### src/hdl/wb_slave_pkg.sv
`default_nettype none

package wb_slave_pkg;

  typedef logic [31:0] adr_t;  // Wishbone byte address
  typedef logic [31:0] dat_t;  // Wishbone data word
  typedef logic [3:0]  sel_t;  // One select bit per data byte
  typedef logic [15:0] reg_t;  // Policy register field width

  typedef enum logic [1:0] {
    IDLE = 2'd0,  // Waiting for cyc and stb
    WAIT = 2'd1,  // Counting wait states
    RESP = 2'd2   // ACK or ERR cycle
  } ctrl_state_t;

  localparam adr_t REG_LIMIT = 32'h0000_0400;  // First address past register space
  localparam adr_t MEM_LIMIT = 32'h0000_8000;  // First address past memory

  localparam dat_t CHIP_ID_VAL = 32'h0176_5a03;  // Fixed device ID

  // Register byte offsets that double as reset values
  localparam logic [7:0] OFS_CHIP_ID   = 8'h00;
  localparam logic [7:0] OFS_RO        = 8'h0c;  // Read only
  localparam logic [7:0] OFS_RW        = 8'h10;  // Read and write
  localparam logic [7:0] OFS_RC        = 8'h14;  // Read clears
  localparam logic [7:0] OFS_RS        = 8'h18;  // Read sets all
  localparam logic [7:0] OFS_W1C       = 8'h34;  // Write 1 to clear
  localparam logic [7:0] OFS_W1S       = 8'h38;  // Write 1 to set
  localparam logic [7:0] OFS_W1T       = 8'h3c;  // Write 1 to toggle
  localparam logic [7:0] OFS_W0C       = 8'h40;  // Write 0 to clear
  localparam logic [7:0] OFS_W1        = 8'h68;  // Write once
  localparam logic [7:0] OFS_ALIAS_SRC = 8'h70;  // Write only source
  localparam logic [7:0] OFS_ALIAS_VW  = 8'h74;  // Read only view of source
  localparam logic [7:0] OFS_INDEX     = 8'h78;  // Index register

endpackage

`default_nettype wire

### src/hdl/wb_access_ctrl.sv
`timescale 1ns/1ps
`default_nettype none

module wb_access_ctrl
  import wb_slave_pkg::*;
#(
  parameter int WAIT_CYCLES = 2  // Wait states before ACK or ERR
) (
  input  logic RST_I,      // Clock
  input  logic CLK_I,      // Async reset, active high
  input  logic cyc_i,
  input  logic stb_i,
  input  logic we_i,
  input  adr_t adr_i,
  output logic ack_o,
  output logic err_o,
  output logic commit_o,   // Strobe into RESP on a mapped address
  output logic reg_sel_o,  // Register space hit
  output logic mem_sel_o   // Memory region hit
);

  localparam logic [3:0] WAIT_LAST = 4'(WAIT_CYCLES);  // Last count before RESP

  ctrl_state_t state_q;
  logic [3:0]  wait_cnt_q;  // Wait states seen so far
  logic        req;         // Live request
  logic        hit;         // Address is mapped
  logic        resp_fire;   // Response due at next edge

  assign req       = cyc_i & stb_i;
  assign reg_sel_o = (adr_i < REG_LIMIT);
  assign mem_sel_o = (adr_i > REG_LIMIT) && (adr_i < MEM_LIMIT);  // 0x400 itself is unmapped
  assign hit       = reg_sel_o | mem_sel_o;
  assign resp_fire = (state_q == WAIT) && req && (wait_cnt_q == WAIT_LAST);
  assign commit_o  = resp_fire & hit;  // No commit on ERR

  always_ff @(posedge RST_I or posedge CLK_I) begin
    if (CLK_I) begin
      state_q    <= IDLE;
      wait_cnt_q <= '0;
      ack_o      <= 1'b0;
      err_o      <= 1'b0;
    end else begin
      ack_o <= resp_fire & hit;   // One cycle pulse
      err_o <= resp_fire & ~hit;
      case (state_q)
        IDLE: begin
          if (req) begin
            state_q    <= WAIT;  // Sampling edge
            wait_cnt_q <= '0;
          end
        end
        WAIT: begin
          if (!req) begin
            state_q <= IDLE;  // Abandoned without a response
          end else if (resp_fire) begin
            state_q <= RESP;
          end else begin
            wait_cnt_q <= wait_cnt_q + 4'd1;
          end
        end
        RESP:    state_q <= IDLE;  // Forced idle cycle between requests
        default: state_q <= IDLE;
      endcase
    end
  end

  a_resp_excl : assert property (@(posedge RST_I) disable iff (CLK_I)
    !(ack_o && err_o));

  // Commit lands exactly on the edge into RESP with ACK raised
  a_commit_resp : assert property (@(posedge RST_I) disable iff (CLK_I)
    commit_o |=> (state_q == RESP) && ack_o);

  // Master keeps the request stable while it is pending
  a_req_stable : assert property (@(posedge RST_I) disable iff (CLK_I)
    (state_q == WAIT) && req |=> !req || ($stable(adr_i) && $stable(we_i)));

endmodule

`default_nettype wire

### config.mk
export PLATFORM = sky130hd
export DESIGN_NAME = wb_access_ctrl
export DESIGN_NICKNAME = d
export VERILOG_FILES = /design/src/hdl/wb_slave_pkg.sv /design/src/hdl/wb_access_ctrl.sv
export SDC_FILE = /design/constraint.sdc
export NUM_CORES = 1
export LEC_CHECK = 0
export ABC_AREA = 1
export BUFFER_PORTS_ARGS = -buffer_cell sky130_fd_sc_hd__buf_4
export CAP_MARGIN = 30
export CORE_MARGIN = 2
export CORE_UTILIZATION = 34
export DETAILED_ROUTE_END_ITERATION = 8
export PLACE_DENSITY = 0.74
export SKIP_CTS_REPAIR_TIMING = 1
export SYNTH_ARGS = -nofsm -noshare
export SYNTH_HDL_FRONTEND = slang
export SYNTH_SLANG_ARGS = --single-unit
### constraint.sdc
create_clock -name RST_I -period 1.3 [get_ports RST_I]
set_input_delay 0.13 -clock RST_I [delete_from_list [all_inputs] [get_ports RST_I]]
set_output_delay 0.13 -clock RST_I [all_outputs]
set_load 0.05 [all_outputs]
-- After elaboration in Yosys (flattened, before gate mapping)
Cells that the tools add are included.
- output and inout port bits: 5
- flip-flop bits (word level): 8
- word-level logic and storage cells: 34
- input port bits: 37
- bitwise operators: 5
- equality and inequality tests: 6
- reductions and logical operators: 7
- add/sub/neg operators: 1
- $lt $le $gt $ge: 3
- mux-type cells: 8
- operator list (operator ; count):
    $gt 32x11->1 const B ; 1
    $lt 32x11->1 const B ; 1
    $lt 32x16->1 const B ; 1
    $mux 4 ; 3
    $pmux 4 s2 ; 1
    $mux 2 ; 3
    $ne 2x2->1 const B ; 3
    $add 4x1->4 const B ; 1
    $eq 4x2->1 const B ; 1
    $pmux 2 s2 ; 1
    $reduce_and 4->1 ; 1
    $and 1x1->1 ; 3
    $logic_and 1x1->1 ; 3
    $ne 3x3->1 const B ; 1
    $eq 2x1->1 const B ; 1
    $logic_not 2->1 ; 1
    $reduce_and 2->1 ; 1
    $reduce_bool 2->1 ; 1
    $not 1->1 ; 1
    $or 1x1->1 ; 1

-- Depth between registers and ports, before layout
- depth in word-level cells: 6
- depth in mapped cells: 8
- depth with buffers taken out: 8

-- Worst setup path after synthesis
Ideal clock, no wire load.
- path type: register to register
- from: reg wait_cnt_q[0]
- to: reg ack_o
- buffers on the path: 0
- setup time: 0.215 ns
- stages on the path, launching flop included: 7
- period minus slack after synthesis: 2.006 ns
- data arrival time: 1.792 ns
- path slack: -0.706 ns
- cell sequence: dfrtp_1 inv_1 ha_1 nand2_1 nor3_4 inv_2 a21oi_1
- longest elaborated chain between the ends: 3
- ends and longest elaborated chain (item ; line ; text):
    start: declaration ; wb_access_ctrl.sv:25 ; logic [3:0] wait_cnt_q;
    start signal: assignment ; wb_access_ctrl.sv:59 ; wait_cnt_q <= wait_cnt_q + 4'd1;
    $eq 4x2->1 ; wb_access_ctrl.sv:34 ; assign resp_fire = (state_q == WAIT) && req && (wait_cnt_q == WAIT_LAST);
    $logic_and 1x1->1 ; wb_access_ctrl.sv:34 ;
    $and 1x1->1 ; -- ;
    named net commit_o ; wb_access_ctrl.sv:17 ; output logic commit_o,
    end signal: assignment ; wb_access_ctrl.sv:44 ; ack_o <= resp_fire & hit;
    end: declaration ; wb_access_ctrl.sv:15 ; output logic ack_o,
The timed path passes the listed nets, and every way through them passes these cells.
A chain may end at the register's enable or synchronous reset.

-- Worst setup path in the final report
- from: reg wait_cnt_q[0]
- to: out commit_o
- longest elaborated chain between the ends: 3
- ends and longest elaborated chain (item ; line ; text):
    $eq 4x2->1 ; wb_access_ctrl.sv:34 ;
    $logic_and 1x1->1 ; wb_access_ctrl.sv:34 ;
    $and 1x1->1 ; wb_access_ctrl.sv:35 ; assign commit_o = resp_fire & hit;
    end: declaration ; wb_access_ctrl.sv:17 ;
No other way between the ends.

==> results_dict.tcl <==
set metrics [dict create \
    outcome "finished with violations" \
    failed_checks "setup timing" \
    hold_class "in2reg" \
    dieWidth_um 44.2 \
    synth_top_area_cell "dfrtp_1" \
    drtPass1Iterations 4 \
    grt_pass1_vias 692 \
    dieHeight_um 44.2 \
    synthTopCellsByArea "dfrtp_1 (36%), nor2_1 (18%), nand2_1 (14%)" \
    die_area_um2 1960 \
    cpLargestDelayFamily "flip-flops" \
    finalHoldViolations 0 \
    synth_nets 120 \
    startpoint "wait_cnt_q[0]$_DFFE_PP0P_" \
    power_density_nw_per_um2 622 \
    place_area_um2 942 \
    final_area_um2 1000 \
    p_leak_nw 0.552 \
    dp_hpwl_um 1190 \
    synth_top_area_share_pct 36.4 \
    grt_pass1_wl_um 2400 \
    ys_async_sr_fraction_pct 100 \
    period_needed_ns 1.56 \
    cp.required_ns 1.17 \
    fmax_ghz 0.642 \
    arrival_ns 1.43 \
    timing.final.crit_share_pct 120 \
    syn_to_final_growth_pct 82.3 \
    clk_pin_slew_worst_paths_ns 0.06 \
    fin_nets 174 \
    cts_sinks 8 \
    cp_cell_sequence "inv_2 > ha_4 > nand2_2 > nor3_4 > inv_2 > a21oi_4 > buf_6" \
    drt-vias-per-instance 4.57 \
    rsz0062_at_grt "yes" \
    cp_slowest_stage_delay_ns 0.40 \
    endpoint_kind "output port" \
    start_kind "flip-flop" \
    cp_common_cell "inv_2" \
    avgSynthCellArea_um2 6.80 \
    ant_nets 0 \
    clk_latency_ns 0.26 \
    num_vias 681 \
    pin_count 42 \
    drcViolationCount 0 \
    cts_root_buf "clkbuf_4" \
    htreeDepth 1 \
    max_cap_violations 0 \
    skew_ns 0.0104 \
    p_total_mw 0.624 \
    track_usage_pct 16.3 \
    cts_made_buffers 3 \
    routed_wl_um 1380 \
    layout-drive-gt1-share_pct 47.4 \
    antenna_cells 0 \
    crit_slowest_cell "dfrtp_1" \
    row_count 14 \
    place_congestion 0.821 \
    drt-initial-drc-count 10 \
    start_util_pct 36.5 \
    antenna_found_initial 0 \
    cts_tree "done" \
    synth_cell_type_count 18 \
    yosys_warnings 0 \
    fin_ws_ns -0.257 \
    r2r-start "wait_cnt_q[0]$_DFFE_PP0P_" \
    gr-total-overflow 0 \
    ys.flop_type "dfrtp_1" \
    tightestPinTransition_ns 0.313 \
    peakVddDrop_mv 0.327 \
    wl_per_cell_um 9.23 \
    post_synth_inst_count 81 \
    crit_cells 7 \
    setup_viol 5 \
    grt_start_max_net_pins 9 \
    crit_fanout 2 \
    core_um2 1510 \
    hold_depth 5 \
    critPathBufInv 3 \
    io_buffers 40 \
    hold_start "stb_i" \
    clk_path_buf_depth 2 \
    final-max-slew-violation-count 0 \
    synth_seq_area_share_pct 36.4 \
    relSlewSlack_pct 79.1 \
    crit_type "reg2out" \
    synth_edf_count 0 \
    yosys_register_bits 8 \
    reg2regPathDepth 9 \
    synth_area_um2 551 \
]
-- per-stage QoR --
stage	TNS [ns]	hold WS, ns	util, %	setup slack, ns	std cells
floorplan	-0.361	-0.0543	-	-0.190	81
global placement	-0.0207	0.102	62.5	-0.0207	143
detailed placement	-0.0556	0.110	62.5	-0.0556	143
CTS	-0.355	-0.173	64.0	-0.347	146
global route	-0.768	0.369	66.6	-0.351	149
finish	-0.347	0.316	66.6	-0.257	149
-- flip-flops by register name, indices dropped and copies added, names as in the netlist --
| register | count |
|---|---|
| err_o | 1 |
| wait_cnt_q | 4 |
| ack_o | 1 |
| state_q | 2 |
-- power breakdown --
part	switching, mW	internal (mW)
Combinational	0.0617	0.105
Clock	0.0881	0.106
Sequential	0.00625	0.258
-- final timing paths --
check	endpoint	slack, ns
min	err_o$_DFF_PP0_	0.32
min reg2reg	wait_cnt_q[3]$_DFFE_PP0P_	0.60
max reg2reg	wait_cnt_q[2]$_DFFE_PP0P_	-0.06
max in group asynchronous	state_q[1]$_DFFE_PP0P_	0.68
min in group asynchronous	wait_cnt_q[0]$_DFFE_PP0P_	0.38
max	commit_o	-0.26
-- cells by family after synthesis --
family,after synthesis,synth area share (%)
AOI/OAI and AO/OA,5,5.23
xor gates and xnor gates,1,1.59
DFF,8,36.4
and+or+nand+nor,56,46.1
adders and majority gates,2,4.54
buffers and inverters,9,6.14
-- tightest hold or removal path: stages --
cell	delay [ns]
buf_4	0.11
nand2_1	0.12
nor3_4	0.06
inv_2	0.07
nor2_1	0.05
-- cell usage after synthesis, types with 2 or more instances --
cell,instances
nand3b_1,2
inv_1,8
nand2_1,20
nor2_1,26
dfrtp_1,8
ha_1,2
o21ai_0,3
nand3_1,2
-- area by class of cell --
class                      instances  area, um^2
fill                             133         503
timing repair buffer              49         382
multi-input combinational         64         345
sequential                         8         200
inverter                           9        33.8
clock buffer                       3        22.5
tap                               16        20.0
-- metal layers --
metal / vias up / share of wire (%) / track usage, % / wire length (um)
li1: 354 / - / - / -
met1: 288 / 42 / 19.1 / 571
met2: 37 / 48 / 29.4 / 666
met3: 2 / 8.6 / 1.22 / 118
met4: 0 / 1.3 / 8.48 / 18
met5: - / 0 / 0 / 0
-- cell usage in the layout, fill, tap and decap left out, drive strengths merged --
master        n
nand4         1
xor2          1
inv           9
or2           1
clkbuf        3
ha            2
nand3b        2
buf          48
dlygate4sd3   1
o21ai         4
nand3         3
dfrtp         8
nand2        21
nor2         27
nor3          1
a21oi         1
Note: power is estimated with default switching activity, not from simulation.
